==> src/rtl/fifo_pkg.sv <==
// fifo shared constants and types
// single clock pointer fifo

package fifo_pkg;

    //**********************************************************************
    // geometry
    //**********************************************************************
    localparam int ADDR_W = 4;               // storage address bits
    localparam int DEPTH  = 1 << ADDR_W;     // 16 words of storage
    localparam int DATA_W = 32;              // stream word width

    // watermarks, compared against the storage level
    localparam int ALMOST_FULL_NUM  = 12;    // almost_full at or above
    localparam int ALMOST_EMPTY_NUM = 2;     // almost_empty at or below

    //**********************************************************************
    // types
    //**********************************************************************
    typedef logic [DATA_W-1:0] data_t;       // one stream word
    typedef logic [ADDR_W:0]   ptr_t;        // address plus wrap bit
    typedef logic [ADDR_W-1:0] addr_t;       // storage index
    typedef logic [ADDR_W:0]   level_t;      // 0 .. DEPTH inclusive

    // status word seen outside
    // level, almost_full, full from write side
    // almost_empty, empty from read side
    typedef struct packed {
        level_t level;          // words held in storage
        logic   almost_full;
        logic   almost_empty;
        logic   full;           // storage cannot take a word
        logic   empty;          // storage has nothing to pop
    } fifo_status_t;

endpackage

==> src/rtl/fifo_mem.sv <==
// fifo storage array

`timescale 1ns/1ns

module fifo_mem
(
    input  logic             rclk,
    input  logic             wr_en,     // store strobe
    input  fifo_pkg::addr_t  wr_addr,
    input  fifo_pkg::data_t  wr_data,
    input  fifo_pkg::addr_t  rd_addr,
    output fifo_pkg::data_t  rd_data    // same cycle read
);

    //**********************************************************************
    // register array
    //**********************************************************************
    fifo_pkg::data_t mem [fifo_pkg::DEPTH];   // DEPTH words, no reset

    // write port, one word per edge
    always_ff @(posedge rclk)
    begin
        if (wr_en)
            mem[wr_addr] <= wr_data;
    end

    // read port is combinational
    // read side loads its holding register on the pop edge
    assign rd_data = mem[rd_addr];

endmodule

==> src/rtl/fifo_rd_ctrl.sv <==
// fifo read side
// read pointer, empty flags, output holding register

`timescale 1ns/1ns

module fifo_rd_ctrl
(
    input  logic              rclk,
    input  logic              rrst,
    input  logic              out_ready,    // consumer takes the word
    input  fifo_pkg::ptr_t    wr_ptr_next,  // from write side, next state
    input  fifo_pkg::data_t   rd_data,      // storage word at rd_addr
    output fifo_pkg::addr_t   rd_addr,
    output fifo_pkg::ptr_t    rd_ptr_next,  // to write side
    output logic              out_valid,    // holding register loaded
    output fifo_pkg::data_t   out_data,
    output logic              empty,
    output logic              almost_empty
);

    //**********************************************************************
    // locals
    //**********************************************************************
    fifo_pkg::ptr_t   rd_ptr;       // current read pointer
    fifo_pkg::level_t rd_level;     // own view of storage occupancy
    logic             pop;          // move one word storage -> holding

    //**********************************************************************
    // pop decision
    //**********************************************************************
    // holding register free, or emptied at this same edge
    assign pop = ~empty & (~out_valid | out_ready);

    always_comb
    begin
        if (pop)
            rd_ptr_next = rd_ptr + fifo_pkg::ptr_t'(1);
        else
            rd_ptr_next = rd_ptr;
    end

    always_ff @(posedge rclk or posedge rrst)
    begin
        if (rrst)
            rd_ptr <= '0;
        else
            rd_ptr <= rd_ptr_next;
    end

    assign rd_addr = rd_ptr[fifo_pkg::ADDR_W-1:0];   // address part only

    //**********************************************************************
    // flags from next state pointers
    //**********************************************************************
    assign rd_level = wr_ptr_next - rd_ptr_next;     // wraps cleanly

    always_ff @(posedge rclk or posedge rrst)
    begin
        if (rrst)
        begin
            empty        <= 1'b1;    // nothing stored yet
            almost_empty <= 1'b1;
        end
        else
        begin
            empty        <= (wr_ptr_next == rd_ptr_next);
            almost_empty <= (rd_level <= fifo_pkg::ALMOST_EMPTY_NUM);
        end
    end

    //**********************************************************************
    // output holding register
    //**********************************************************************
    // valid is control state
    always_ff @(posedge rclk or posedge rrst)
    begin
        if (rrst)
            out_valid <= 1'b0;
        else if (pop)
            out_valid <= 1'b1;           // refilled, maybe same edge as take
        else if (out_ready)
            out_valid <= 1'b0;           // taken, nothing behind it
    end

    // payload only moves on a pop, so it holds under back-pressure
    always_ff @(posedge rclk)
    begin
        if (pop)
            out_data <= rd_data;
    end

endmodule

==> src/rtl/fifo_top.sv <==
// fifo subsystem top
// write side, storage, read side

`timescale 1ns/1ns

module fifo_top
(
    input  logic                    rclk,
    input  logic                    rrst,
    // input stream
    input  logic                    in_valid,
    input  fifo_pkg::data_t         in_data,
    output logic                    in_ready,
    // output stream
    output logic                    out_valid,
    output fifo_pkg::data_t         out_data,
    input  logic                    out_ready,
    // flags and level
    output fifo_pkg::fifo_status_t  status
);

    //**********************************************************************
    // internal nets
    //**********************************************************************
    logic              wr_en;
    fifo_pkg::addr_t   wr_addr;
    fifo_pkg::addr_t   rd_addr;
    fifo_pkg::data_t   rd_data;
    fifo_pkg::ptr_t    wr_ptr_next;   // write side -> read side
    fifo_pkg::ptr_t    rd_ptr_next;   // read side -> write side
    fifo_pkg::level_t  level;
    logic              almost_full;
    logic              full;
    logic              almost_empty;
    logic              empty;

    //**********************************************************************
    // blocks
    //**********************************************************************
    fifo_wr_ctrl i_fifo_wr_ctrl
    (
        .rclk        (rclk),
        .rrst        (rrst),
        .in_valid    (in_valid),
        .rd_ptr_next (rd_ptr_next),
        .in_ready    (in_ready),
        .wr_en       (wr_en),
        .wr_addr     (wr_addr),
        .wr_ptr_next (wr_ptr_next),
        .level       (level),
        .almost_full (almost_full),
        .full        (full)
    );

    // in_data goes straight into storage
    fifo_mem i_fifo_mem
    (
        .rclk    (rclk),
        .wr_en   (wr_en),
        .wr_addr (wr_addr),
        .wr_data (in_data),
        .rd_addr (rd_addr),
        .rd_data (rd_data)
    );

    fifo_rd_ctrl i_fifo_rd_ctrl
    (
        .rclk         (rclk),
        .rrst         (rrst),
        .out_ready    (out_ready),
        .wr_ptr_next  (wr_ptr_next),
        .rd_data      (rd_data),
        .rd_addr      (rd_addr),
        .rd_ptr_next  (rd_ptr_next),
        .out_valid    (out_valid),
        .out_data     (out_data),
        .empty        (empty),
        .almost_empty (almost_empty)
    );

    //**********************************************************************
    // status word
    //**********************************************************************
    assign status.level        = level;          // storage only, not holding reg
    assign status.almost_full  = almost_full;
    assign status.almost_empty = almost_empty;
    assign status.full         = full;
    assign status.empty        = empty;

endmodule

==> src/rtl/fifo_wr_ctrl.sv <==
// fifo write side
// write pointer, full flag, level and almost full

`timescale 1ns/1ns

module fifo_wr_ctrl
(
    input  logic              rclk,
    input  logic              rrst,
    input  logic              in_valid,     // producer has a word
    input  fifo_pkg::ptr_t    rd_ptr_next,  // from read side, next state
    output logic              in_ready,     // room in storage
    output logic              wr_en,        // store strobe to fifo_mem
    output fifo_pkg::addr_t   wr_addr,
    output fifo_pkg::ptr_t    wr_ptr_next,  // to read side
    output fifo_pkg::level_t  level,        // storage occupancy
    output logic              almost_full,
    output logic              full
);

    //**********************************************************************
    // locals
    //**********************************************************************
    fifo_pkg::ptr_t   wr_ptr;       // current write pointer
    fifo_pkg::level_t level_next;   // occupancy after this edge
    logic             full_next;

    //**********************************************************************
    // handshake and pointer advance
    //**********************************************************************
    assign in_ready = ~full;                 // registered flag only, no loop
    assign wr_en    = in_valid & ~full;      // accepted word

    // wrap bit counts laps, so +1 past DEPTH-1 flips it
    always_comb
    begin
        if (wr_en)
            wr_ptr_next = wr_ptr + fifo_pkg::ptr_t'(1);
        else
            wr_ptr_next = wr_ptr;
    end

    always_ff @(posedge rclk or posedge rrst)
    begin
        if (rrst)
            wr_ptr <= '0;
        else
            wr_ptr <= wr_ptr_next;
    end

    assign wr_addr = wr_ptr[fifo_pkg::ADDR_W-1:0];   // drop wrap bit

    //**********************************************************************
    // flags from next state pointers
    //**********************************************************************
    // same address, other lap -> storage full
    assign full_next =
        (wr_ptr_next[fifo_pkg::ADDR_W] != rd_ptr_next[fifo_pkg::ADDR_W]) &&
        (wr_ptr_next[fifo_pkg::ADDR_W-1:0] == rd_ptr_next[fifo_pkg::ADDR_W-1:0]);

    // modulo 2*DEPTH difference gives 0..DEPTH directly
    assign level_next = wr_ptr_next - rd_ptr_next;

    always_ff @(posedge rclk or posedge rrst)
    begin
        if (rrst)
        begin
            full        <= 1'b0;
            level       <= '0;
            almost_full <= 1'b0;
        end
        else
        begin
            full        <= full_next;
            level       <= level_next;
            // compared on next level so it moves with level
            almost_full <= (level_next >= fifo_pkg::ALMOST_FULL_NUM);
        end
    end

endmodule

==> config.mk <==
export PLATFORM = sky130hd
export DESIGN_NAME = fifo_top
export DESIGN_NICKNAME = d
export VERILOG_FILES = /design/src/rtl/fifo_pkg.sv /design/src/rtl/fifo_mem.sv /design/src/rtl/fifo_rd_ctrl.sv /design/src/rtl/fifo_top.sv /design/src/rtl/fifo_wr_ctrl.sv
export SDC_FILE = /design/constraint.sdc
export NUM_CORES = 1
export LEC_CHECK = 0
export BUFFER_PORTS_ARGS = -buffer_cell sky130_fd_sc_hd__buf_4
export CAP_MARGIN = 0
export CORE_MARGIN = 2
export CORE_UTILIZATION = 60
export DETAILED_ROUTE_END_ITERATION = 6
export GPL_TIMING_DRIVEN = 0
export PLACE_DENSITY_LB_ADDON = 0.12
export REMOVE_ABC_BUFFERS = 1
export SYNTH_ARGS = -nofsm -noshare
export SYNTH_HDL_FRONTEND = slang
export SYNTH_HIERARCHICAL = 1
export SYNTH_SLANG_ARGS = --single-unit
==> constraint.sdc <==
create_clock -name rclk -period 5.1 [get_ports rclk]
set_input_delay 0.765 -clock rclk [delete_from_list [all_inputs] [get_ports rclk]]
set_output_delay 0.765 -clock rclk [all_outputs]
set_load 0.02 [all_outputs]
==> impl_metrics.toml <==
[worst_setup_path]
worst-endpoint-required_ns = 5.38
worstSetupPathType = "flop to flop"
rr_endpoint = "i_fifo_mem/mem[4][19]"
critPathMaxFanout = 8
startpoint_type = "flop"
r2r-start = "i_fifo_wr_ctrl/full"
cp-end-kind = "flop"
reg2reg_slack_ns = 2.02
r2r_cells = 7
cp.arrival_ns = 3.36

[grt]
antenna_found_initial = 0
track_usage_pct = 23.7
overflow = 0
grt_pass1_wl_microns = 64800
grt_pass1_vias = 10300
grt_max_degree = 54

[sta]
rsz0062_at_grt = "false"
finalSetupViolCount = 0
max_slew_margin_pct = 41.2
worst_pin_slew_ns = 0.882
fin_crit_sh_pct = 60.4
period_needed_ns = 3.08
skew_ns = 0.0182
hold_viol = 0
slew_viol_final = 0
max_freq_mhz = 325

[synthesis]
synth-edff-count = 544
yosys.area.top_type_share_pct = 75.9
synthCells = 959
ys_seq_area_share_pct = 78.3
syn_area_sq_mm = 0.0215
synth_top_cell_by_area = "edfxtp_1"
syn_area_per_cell_sq_um = 22.4
synth_cell_types = 52
ys_warn_count = 6
ys_ff_latch = 564
synth-main-ff-cell = "edfxtp_1"
synth-async-reset-ratio_pct = 3.55
synthTopCellsByArea = "edfxtp_1 76%, mux4_2 13%, a22oi_1 2.2%, dfrtp_1 2.1%, buf_4 0.80%"

[placed_design]
dp.final_hpwl_microns = 25400
place.gp.congestion = 0.734
dpl_cell_area_sq_mm = 0.0232
io_buffers = 78

[layout]
nets = 1124
finish.instance_area_sq_mm = 0.0249
syn2layout_area_growth_pct = 16.0
final_common_cell = "edfxtp_1"
final_cell_mix = "544 x edfxtp_1, 128 x mux4_2, 78 x buf_4, 64 x a22oi_1, 55 x clkbuf_16"
fill_cells = 2138
fin_util_pct = 70.3
antenna_cells = 0
drive_gt1_share_pct = 31.5

[power_and_ir_drop]
internal_power_w = 0.0103
ir_worst_vdd_mv = 0.725
pwr-share-clk_pct = 26.5
switchingPower_w = 0.00443
power_density_mw_per_mm2 = 591
leakage_nw = 8.19
sw_frac_of_total_pct = 30.0
combPwrFrac_pct = 31.3
sequentialPowerShare_pct = 42.2

[floorplan]
die_height_microns = 193
die_area_sq_mm = 0.0374
pin_count = 79
rows = 69
die_w_microns = 193
coreArea_sq_mm = 0.0355
start_util_pct = 60.6

[clocking]
post_cts_buffers = 0
clk_pin_slew_ns = 0.06
ctsResizeCount = 0
cts_tree = "built"
h-tree-depth = 2
hold_buffers = 0
numCtsBuffers = 54
clock-sinks = 564
cts_buffer_depth = 3
root_buffer = "clkbuf_16"
insertion_delay_ns = 0.57

[detailed_routing]
dr_total_vias = 9846
viasPerCell = 6.24
drtIter0Drc = 896
detail-route-antenna-nets = 0
drc_errors = 0
wire_per_inst_microns = 27.2
drt_pre_antenna_iters = 5
drt-total-wl_microns = 42900

[run_status]
status = "finished clean"

[flow_run]
max-cap-violations = 0

[worst_hold_path]
hp-class = "primary input to async pin"
worst max-delay path, cell delays in order, from the launching register on:
cell and delay (ns):
dfrtp_1 0.42, nor2b_1 0.43, nand3b_1 0.42, nor3_2 0.72
buf_6 0.25, buf_6 0.19, buf_8 0.17, buf_6 0.17
routing by layer:
metal	vias up	part of all wire, %	track usage (%)
met5	-	0	0
met1	5219	41	33.1
met4	0	1.4	5.82
met2	345	52	40.0
met3	42	6.0	3.66
li1	4240	-	-
how the worst max path moves through the flow:
stage | from | to | cells after the start
floorplan | i_fifo_rd_ctrl/rd_ptr[0] | i_fifo_wr_ctrl/almost_full | 8
global placement | i_fifo_rd_ctrl/rd_ptr[0] | i_fifo_wr_ctrl/almost_full | 8
detailed placement | in_valid | i_fifo_mem/mem[4][19] | 8
CTS | i_fifo_wr_ctrl/full | i_fifo_mem/mem[4][25] | 7
global route | i_fifo_rd_ctrl/rd_ptr[0] | i_fifo_wr_ctrl/almost_full | 8
finish | i_fifo_wr_ctrl/full | i_fifo_mem/mem[4][19] | 7
final cells by class:
type                            count  area (sq um)  area share, %
Sequential cell                   564         16800           67.5
Multi-Input combinational cell    325          4430           17.8
Clock buffer                       74          1470           5.88
Timing Repair Buffer              117          1310           5.26
Tap cell                          461           577           2.31
Clock inverter                     23           259           1.04
Inverter                           14          52.6          0.211
synthesized netlist by cell type (all sizes together), types with 2 or more instances:
| library cell | count |
|---|---|
| xnor2 | 8 |
| mux2i | 2 |
| fa | 2 |
| nor2 | 18 |
| and2 | 2 |
| nand3 | 2 |
| clkbuf | 17 |
| mux4 | 128 |
| nand2b | 4 |
| xor2 | 5 |
| and3b | 2 |
| a22oi | 64 |
| buf | 39 |
| dfrtp | 18 |
| nand4 | 3 |
| a21oi | 2 |
| edfxtp | 544 |
| o21a | 3 |
| nor2b | 7 |
| nor3 | 5 |
| nand3b | 5 |
| dfstp | 2 |
| ha | 10 |
| inv | 14 |
| nand2 | 35 |
flip-flops by register name (all words and copies together), names as in the netlist:
signal,count
i_fifo_rd_ctrl/rd_ptr,5
i_fifo_rd_ctrl/out_data,32
i_fifo_wr_ctrl/full,1
i_fifo_wr_ctrl/almost_full,1
i_fifo_rd_ctrl/out_valid,1
i_fifo_mem/mem,512
i_fifo_rd_ctrl/empty,1
i_fifo_wr_ctrl/wr_ptr,5
i_fifo_wr_ctrl/level,5
i_fifo_rd_ctrl/almost_empty,1
power groups by stage:
stage / clock, W / sequential (W) / combinational (W)
floorplan: 0 / 0.00669 / 0.00285
global placement: 0 / 0.00667 / 0.00414
detailed placement: 0 / 0.00632 / 0.00466
CTS: 0.00398 / 0.00623 / 0.00469
global route: 0.00416 / 0.00628 / 0.00500
finish: 0.00391 / 0.00622 / 0.00462
metrics by stage:
stage,setup TNS (ns),total power [W],std cells,hold slack (ns),worst slack [ns]
after floorplan,-51.34,0.00954,903,0.475,-1.97
after global placement,-445.40,0.0108,1442,0.488,-4.33
after global routing,0,0.0154,1578,0.158,1.79
after detailed placement,0,0.0110,1481,0.510,1.51
after CTS,0,0.0149,1578,0.138,1.98
final,0,0.0147,1578,0.163,2.02
cells by family (layout without fill, tap and decap cells):
family,Yosys count,count (layout),share of synthesized area (%)
xor gates and xnor gates,14,14,0.646
DFF,564,564,78.3
buffers and inverters,70,228,1.75
AOI/OAI and AO/OA,78,78,2.73
and+or+nand+nor,90,90,2.29
adders and majority gates,12,12,0.768
muxes,131,131,13.5
No activity file was read; power rests on OpenSTA's default activity.
